### src/logic/clmul_params.svh
// Width macros for the carry-less Karatsuba multiplier
// CLMUL_OPERAND_W must stay even, the halves are split exactly in two
// Half and product widths follow from the operand width
`ifndef CLMUL_PARAMS_SVH
`define CLMUL_PARAMS_SVH

// Full operand width in bits
`define CLMUL_OPERAND_W 192

// One Karatsuba half of an operand
`define CLMUL_HALF_W (`CLMUL_OPERAND_W / 2)

// Full carry-less product width
`define CLMUL_PRODUCT_W (2 * `CLMUL_OPERAND_W)

`endif
### src/logic/clmul_ctrl_pkg.sv
// Controller types, state encoding and serial step count
`default_nettype none

`include "clmul_params.svh"

package clmul_ctrl_pkg;

	typedef enum logic [1:0] {
		st_idle,
		st_run,
		st_capture,
		st_done
	} ctrl_state_t;

	// Holds 0 to CLMUL_HALF_W inclusive
	typedef logic [$clog2(`CLMUL_HALF_W + 1)-1:0] count_t;

endpackage

`default_nettype wire

### src/logic/clmul_types_pkg.sv
// Data types for the carry-less multiplier datapath
// All widths come from the macros in clmul_params.svh
`default_nettype none

`include "clmul_params.svh"

package clmul_types_pkg;

	// One full input operand
	typedef logic [`CLMUL_OPERAND_W-1:0] operand_t;

	// One half of an operand, or the XOR of both halves
	typedef logic [`CLMUL_HALF_W-1:0] half_t;

	// Carry-less product of two halves, degree stays below the operand width
	typedef logic [`CLMUL_OPERAND_W-1:0] partial_t;

	// Full carry-less product
	typedef logic [`CLMUL_PRODUCT_W-1:0] product_t;

endpackage

`default_nettype wire

### src/logic/karatsuba_top.sv
// One-level two-way Karatsuba carry-less multiplier
// Three serial half multipliers run in parallel, latency req to ack is CLMUL_HALF_W + 3
// a and b must stay stable from req rise until ack rise
`default_nettype none

`include "clmul_params.svh"

module karatsuba_top (
	input  logic                      clk,
	input  logic                      rst,
	input  logic                      req,
	input  clmul_types_pkg::operand_t a,
	input  clmul_types_pkg::operand_t b,
	output logic                      ack,
	output clmul_types_pkg::product_t product
);

	import clmul_types_pkg::*;

	logic load;
	logic step;
	logic capture;
	logic last;

	half_t a_hi;
	half_t a_lo;
	half_t b_hi;
	half_t b_lo;
	half_t a_sum;
	half_t b_sum;

	partial_t p_high;
	partial_t p_low;
	partial_t p_mid;

	// Operand halves and half sums
	assign a_hi  = a[`CLMUL_HALF_W +: `CLMUL_HALF_W];
	assign a_lo  = a[0 +: `CLMUL_HALF_W];
	assign b_hi  = b[`CLMUL_HALF_W +: `CLMUL_HALF_W];
	assign b_lo  = b[0 +: `CLMUL_HALF_W];
	assign a_sum = a_hi ^ a_lo;
	assign b_sum = b_hi ^ b_lo;

	karatsuba_ctrl karatsuba_ctrl_inst (
		.clk     (clk),
		.rst     (rst),
		.req     (req),
		.last    (last),
		.ack     (ack),
		.load    (load),
		.step    (step),
		.capture (capture)
	);

	bit_counter bit_counter_inst (
		.clk  (clk),
		.rst  (rst),
		.load (load),
		.step (step),
		.last (last)
	);

	clmul_serial clmul_high_inst (
		.clk     (clk),
		.rst     (rst),
		.load    (load),
		.step    (step),
		.x       (a_hi),
		.y       (b_hi),
		.partial (p_high)
	);

	clmul_serial clmul_low_inst (
		.clk     (clk),
		.rst     (rst),
		.load    (load),
		.step    (step),
		.x       (a_lo),
		.y       (b_lo),
		.partial (p_low)
	);

	clmul_serial clmul_mid_inst (
		.clk     (clk),
		.rst     (rst),
		.load    (load),
		.step    (step),
		.x       (a_sum),
		.y       (b_sum),
		.partial (p_mid)
	);

	karatsuba_combine karatsuba_combine_inst (
		.clk     (clk),
		.rst     (rst),
		.capture (capture),
		.p_high  (p_high),
		.p_low   (p_low),
		.p_mid   (p_mid),
		.product (product)
	);

endmodule

`default_nettype wire

### src/logic/karatsuba_combine.sv
// Karatsuba recombination of the three half products
// Middle term is p_mid ^ p_high ^ p_low, no carries anywhere
// product updates only on capture and holds otherwise
`default_nettype none

`include "clmul_params.svh"

module karatsuba_combine (
	input  logic                      clk,
	input  logic                      rst,
	input  logic                      capture,
	input  clmul_types_pkg::partial_t p_high,
	input  clmul_types_pkg::partial_t p_low,
	input  clmul_types_pkg::partial_t p_mid,
	output clmul_types_pkg::product_t product
);

	import clmul_types_pkg::*;

	partial_t mid_term;
	product_t merged;

	assign mid_term = p_mid ^ p_high ^ p_low;

	// High at the top, middle term one half up, low at the bottom
	assign merged = (product_t'(p_high) << `CLMUL_OPERAND_W)
		^ (product_t'(mid_term) << `CLMUL_HALF_W)
		^ product_t'(p_low);

	always_ff @(posedge clk) begin
		if (rst) begin
			product <= '0;
		end else if (capture) begin
			product <= merged;
		end
	end

endmodule

`default_nettype wire

### src/logic/clmul_serial.sv
// Serial shift-and-xor carry-less multiplier, one bit of x per step
// partial is valid after CLMUL_HALF_W steps and holds until the next load
`default_nettype none

module clmul_serial (
	input  logic                      clk,
	input  logic                      rst,
	input  logic                      load,
	input  logic                      step,
	input  clmul_types_pkg::half_t    x,
	input  clmul_types_pkg::half_t    y,
	output clmul_types_pkg::partial_t partial
);

	import clmul_types_pkg::*;

	half_t    x_sr;
	partial_t y_sr;
	partial_t acc;

	// Operand shift registers
	always_ff @(posedge clk) begin
		if (load) begin
			x_sr <= x;
			y_sr <= partial_t'(y);
		end else if (step) begin
			x_sr <= x_sr >> 1;
			y_sr <= y_sr << 1;
		end
	end

	// Accumulator, XOR replaces addition in GF(2)
	always_ff @(posedge clk) begin
		if (rst || load) begin
			acc <= '0;
		end else if (step && x_sr[0]) begin
			acc <= acc ^ y_sr;
		end
	end

	assign partial = acc;

endmodule

`default_nettype wire

### src/logic/bit_counter.sv
// Serial step counter, one count per operand bit of a half
// last is combinational and only meaningful while step is high
`default_nettype none

`include "clmul_params.svh"

module bit_counter (
	input  logic clk,
	input  logic rst,
	input  logic load,
	input  logic step,
	output logic last
);

	import clmul_ctrl_pkg::*;

	count_t count;

	always_ff @(posedge clk) begin
		if (rst || load) begin
			count <= '0;
		end else if (step) begin
			count <= count + 1'b1;
		end
	end

	// Final step of the half-width operand
	assign last = (count == count_t'(`CLMUL_HALF_W - 1));

endmodule

`default_nettype wire

### src/logic/karatsuba_ctrl.sv
// Four-phase req/ack controller for one multiplication at a time
// req must stay high until ack rises, and rise again only after ack falls
// All outputs are registered
`default_nettype none

module karatsuba_ctrl (
	input  logic clk,
	input  logic rst,
	input  logic req,
	input  logic last,
	output logic ack,
	output logic load,
	output logic step,
	output logic capture
);

	import clmul_ctrl_pkg::*;

	ctrl_state_t state;

	always_ff @(posedge clk) begin
		if (rst) begin
			state   <= st_idle;
			ack     <= 1'b0;
			load    <= 1'b0;
			step    <= 1'b0;
			capture <= 1'b0;
		end else begin
			// Load and capture are single-cycle pulses
			load    <= 1'b0;
			capture <= 1'b0;

			case (state)
				st_idle: begin
					if (req) begin
						load  <= 1'b1;
						state <= st_run;
					end
				end

				st_run: begin
					// First cycle here is the load cycle, stepping starts after it
					if (step && last) begin
						step    <= 1'b0;
						capture <= 1'b1;
						state   <= st_capture;
					end else begin
						step <= 1'b1;
					end
				end

				st_capture: begin
					state <= st_done;
				end

				st_done: begin
					// Hold ack for as long as the requester keeps req high
					if (req) begin
						ack <= 1'b1;
					end else begin
						ack   <= 1'b0;
						state <= st_idle;
					end
				end

				default: begin
					state <= st_idle;
				end
			endcase
		end
	end

endmodule

`default_nettype wire

### config.mk
export PLATFORM = sky130hd
export DESIGN_NAME = karatsuba_top
export DESIGN_NICKNAME = d
export VERILOG_FILES = /design/src/logic/clmul_ctrl_pkg.sv /design/src/logic/clmul_types_pkg.sv /design/src/logic/karatsuba_top.sv /design/src/logic/karatsuba_combine.sv /design/src/logic/clmul_serial.sv /design/src/logic/bit_counter.sv /design/src/logic/karatsuba_ctrl.sv
export VERILOG_INCLUDE_DIRS = /design/src /design/src/logic
export SDC_FILE = /design/constraint.sdc
export NUM_CORES = 2
export LEC_CHECK = 0
export BUFFER_PORTS_ARGS = -buffer_cell sky130_fd_sc_hd__buf_2
export CAP_MARGIN = 20
export CORE_MARGIN = 3
export CORE_UTILIZATION = 53
export DETAILED_ROUTE_END_ITERATION = 8
export PLACE_DENSITY = 0.87
export RECOVER_POWER = 25
export REMOVE_ABC_BUFFERS = 1
export SLEW_MARGIN = 20
export SYNTH_ARGS = -nofsm -noshare
export SYNTH_HDL_FRONTEND = slang
export SYNTH_SLANG_ARGS = --single-unit
export TNS_END_PERCENT = 10
### constraint.sdc
create_clock -name clk -period 14.74 [get_ports clk]
set_clock_uncertainty 0.15 [all_clocks]
set_input_delay 2.211 -clock clk [delete_from_list [all_inputs] [get_ports clk]]
set_output_delay 2.211 -clock clk [all_outputs]
set_load 0.02 [all_outputs]
==> metrics.md <==
| Metric | Value |
|---|---|
| Outcome | complete, but fails checks |
| Failing checks | max-capacitance violations, max-slew violations |
| WHS | ~0.33 ns |
| Worst Tran Pin Value | 8.07 ns |
| Final setup violation count | 0 |
| TritonCTS Buffers | 184 |
| Chip Height | 381 um |
| Final hold vios | 0 |
| Dpl cell area | approximately 80,000 um^2 |
| Yosys top cell by area | dfxtp_1 |
| Largest net degree at the start of global routing | 207 |
| Initial antenna violation count | 41 |
| RR Startpoint | karatsuba_ctrl_inst.step |
| Top-area cell type share of the netlist area | 33.8% |
| Asr flop ratio synth | 0% |
| Final Wtd Congestion | 0.851 |
| Detailed Place HPWL | about 120,000 um |
| DRT antenna net count | 0 |
| Final Max Tran Viols | 1,161 |
| Setup bufs post-CTS | 0 |
| Relative slew slack | -438% |
| First-pass GRT wire length | 287,000 um |
| Final min period | 9.32 ns |
| Synth area leaders | dfxtp_1 34%, edfxtp_1 23%, xnor2_1 7.9%, nor2_1 7.3%, xor2_1 6.8% |
| Lkg Pwr | 31.5 nW |
| Initial core utilization | between 50% and 60% |
| Clock Tree Buf Depth | 3 |
| Worst setup EP type | flip-flop |
| Reg2reg end | clmul_high_inst.x_sr[41] |
| Most frequent cell after synthesis | nor2_1 |
| Row Count | between 100 and 150 |
| Number of flops mapped to enable cells by yosys | 576 |
| GRT overflow | 0 |
| Seq cells post-synth | 1,837 |
| Critical Path Start | karatsuba_ctrl_inst.step |
| Fill count | around 10,000 |
| Top post-synthesis cells by count | 1,446 x nor2_1, 1,261 x dfxtp_1, 671 x xnor2_1 |
| Sink Count | 1,837 |
| WL final | 186,000 um |
| Period utilization | between 60 and 70% |
| Worst hold stages | 2 |
| Vias in the first global route | 51,600 |
| Arrival @ worst endpoint | approximately 9.6 ns |
| Fmax | around 0.11 GHz |
| Core Footprint | 140,000 um^2 |
| Number of distinct library cells after synthesis | 30 |
| Worst VDD drop | 0.166 mV |
| Nets | 7,797 |
| CTS Root Cell | clkbuf_16 |
| Worst setup margin | 5.42 ns |
| Synthesis-to-layout area growth | 14.7% |
| # DRC | 0 |
| Share of layout cells above drive strength 1 | approximately a fifth |
| Unrepaired setup endpoints after global routing | no |
| CP Class | reg2reg |
| Synthesized instance count | 6,784 |
| Chip Width | 381 um |
| Worst Setup EP | clmul_high_inst.x_sr[41] |
| Startpoint type of the worst setup path | flip-flop |
| Vias/cell | 5.35 |
| H-tree depth | 4 |
| CP Max Fanout | 68 |
| Worst-Skew Late Latency | 0.81 ns |
| Post-cts hold buffer count | 0 |
| Pwr Density | 168 nW/um^2 |
| R2R depth | 3 |
| CTS tree | yes |
| Pre-Repair DR Iteration Count | 6 |
| Cell Area, Synth | 74,700 um^2 |
| Req. time, crit path | about 15 ns |
| Most used flip-flop cell after synthesis | dfxtp_1 |
| Die area | 145,000 um^2 |
| First DRT Iteration DRCs | about 3,700 |
| Clk slew on worst S/H paths | 0.06 ns |
| Cts repair resizes | 0 |
| Ys Warns | 0 |
| Synthesized area per cell | 11.0 um^2 |
| Seq/Total Area, Yosys | 57.0% |
| Via count | 50,600 |
| Port Buffer Count | 771 |
| Hold Path Class | reg2reg |
| IO Count | 772 |
| Final TNS setup | 0 ns |
| R2r setup slk | 5.42 ns |
| Routed len/inst | slightly below 20 um |
| Worst slack, placed | between 8 and 9 ns |
| Finished layout cell area | 85,700 um^2 |
| Max Cap Viol | 17 |
| GRT Overall Usage | about a quarter |
[sequential cells by signal, summed over array words and instances, names as in the netlist, 192 cells and up]
signal	flops
clmul_mid_inst.y_sr	192
karatsuba_combine_inst.product	384
clmul_high_inst.y_sr	192
clmul_high_inst.partial	192
clmul_low_inst.partial	192
clmul_low_inst.y_sr	192
clmul_mid_inst.partial	192
[stage by stage]
| step | instances | power (mW) | utilization (%) |
|---|---|---|---|
| 2_1_floorplan | 6399 | 9.88 | - |
| 3_3_place_gp | 9094 | 9.49 | 57.0 |
| 3_5_place_dp | 9094 | 9.62 | 57.0 |
| 4_1_cts | 9438 | 14.3 | 61.4 |
| 5_1_grt | 9454 | 15.0 | 61.3 |
| 6_report | 9457 | 14.4 | 61.3 |
[layout make-up]
cell class              instances  area (um^2)  area share (%)
diodes                         19         47.5          0.0555
clock buffers                 259         5390            6.29
clock inverters                85          748           0.873
inverters                       3         11.3          0.0131
multi-input cells            4559        30400            35.5
flip-flops and latches       1837        42500            49.7
well taps                    1876         2350            2.74
repair buffers                819         4210            4.91
[cell families (layout without fill, tap and decap cells)]
family | after synthesis | after routing | synth area share, %
AND/OR/NAND/NOR | 2046 | 2046 | 10.4
flip-flops | 1837 | 1837 | 57.0
XOR/XNOR | 1252 | 1252 | 14.7
multiplexers | 863 | 863 | 12.2
AO/OA/AOI/OAI | 392 | 392 | 3.31
buffers and inverters | 388 | 1166 | 2.39
adder cells (fa/ha/maj) | 6 | 6 | 0.101
other | 0 | 19 | 0
[critical path: stages (launching register included)]
cell and delay, ns:
dfxtp_1 2.13, or2_0 2.42, clkbuf_1 2.86, buf_4 1.05
[how the worst min path moves through the flow]
| stage | start | endpoint | slack (ns) |
|---|---|---|---|
| 6_report | karatsuba_combine_inst.product[231] | karatsuba_combine_inst.product[231] | 0.33 |
| 5_1_grt | karatsuba_combine_inst.product[231] | karatsuba_combine_inst.product[231] | 0.35 |
| 4_1_cts | karatsuba_combine_inst.product[231] | karatsuba_combine_inst.product[231] | 0.33 |
| 3_5_place_dp | karatsuba_combine_inst.product[231] | karatsuba_combine_inst.product[231] | 0.32 |
| 3_3_place_gp | karatsuba_combine_inst.product[288] | karatsuba_combine_inst.product[288] | 0.32 |
| 2_1_floorplan | clmul_high_inst.y_sr[191] | clmul_high_inst.y_sr[191] | 0.31 |
[metal layers]
layer  GRT usage, %  share of wire (%)  wire length (um)
met5              0              0.084               156
met4           10.5                4.1              7700
met3           6.32                8.0             14800
met2           41.5                 49             90300
met1           30.0                 39             72800
[cells in the final DEF, fill, tap and decap left out, types with 4 or more instances in the layout]
master	n
mux2_1	9
clkbuf_1	58
edfxtp_1	576
buf_4	31
clkinv_2	45
xor2_1	581
dfxtp_1	1260
clkbuf_16	195
mux2_2	371
buf_12	4
nand2_1	576
xnor2_1	671
bufinv_16	5
buf_2	763
nand3_1	5
nor2_1	1446
inv_16	6
clkbuf_8	27
a211oi_1	192
diode_2	19
a21oi_1	195
clkinv_1	11
ha_1	6
mux2i_1	483
clkinvlp_4	7
[where the power goes]
| group | internal (mW) | leakage (nW) | switching (mW) |
|---|---|---|---|
| Combinational | 1.15 | 12.9 | 1.60 |
| Sequential | 6.47 | 15.6 | 0.489 |
| Clock | 2.67 | 3.04 | 2.04 |
| Total | 10.3 | 31.5 | 4.13 |
Power figures use the tool's default switching activity.
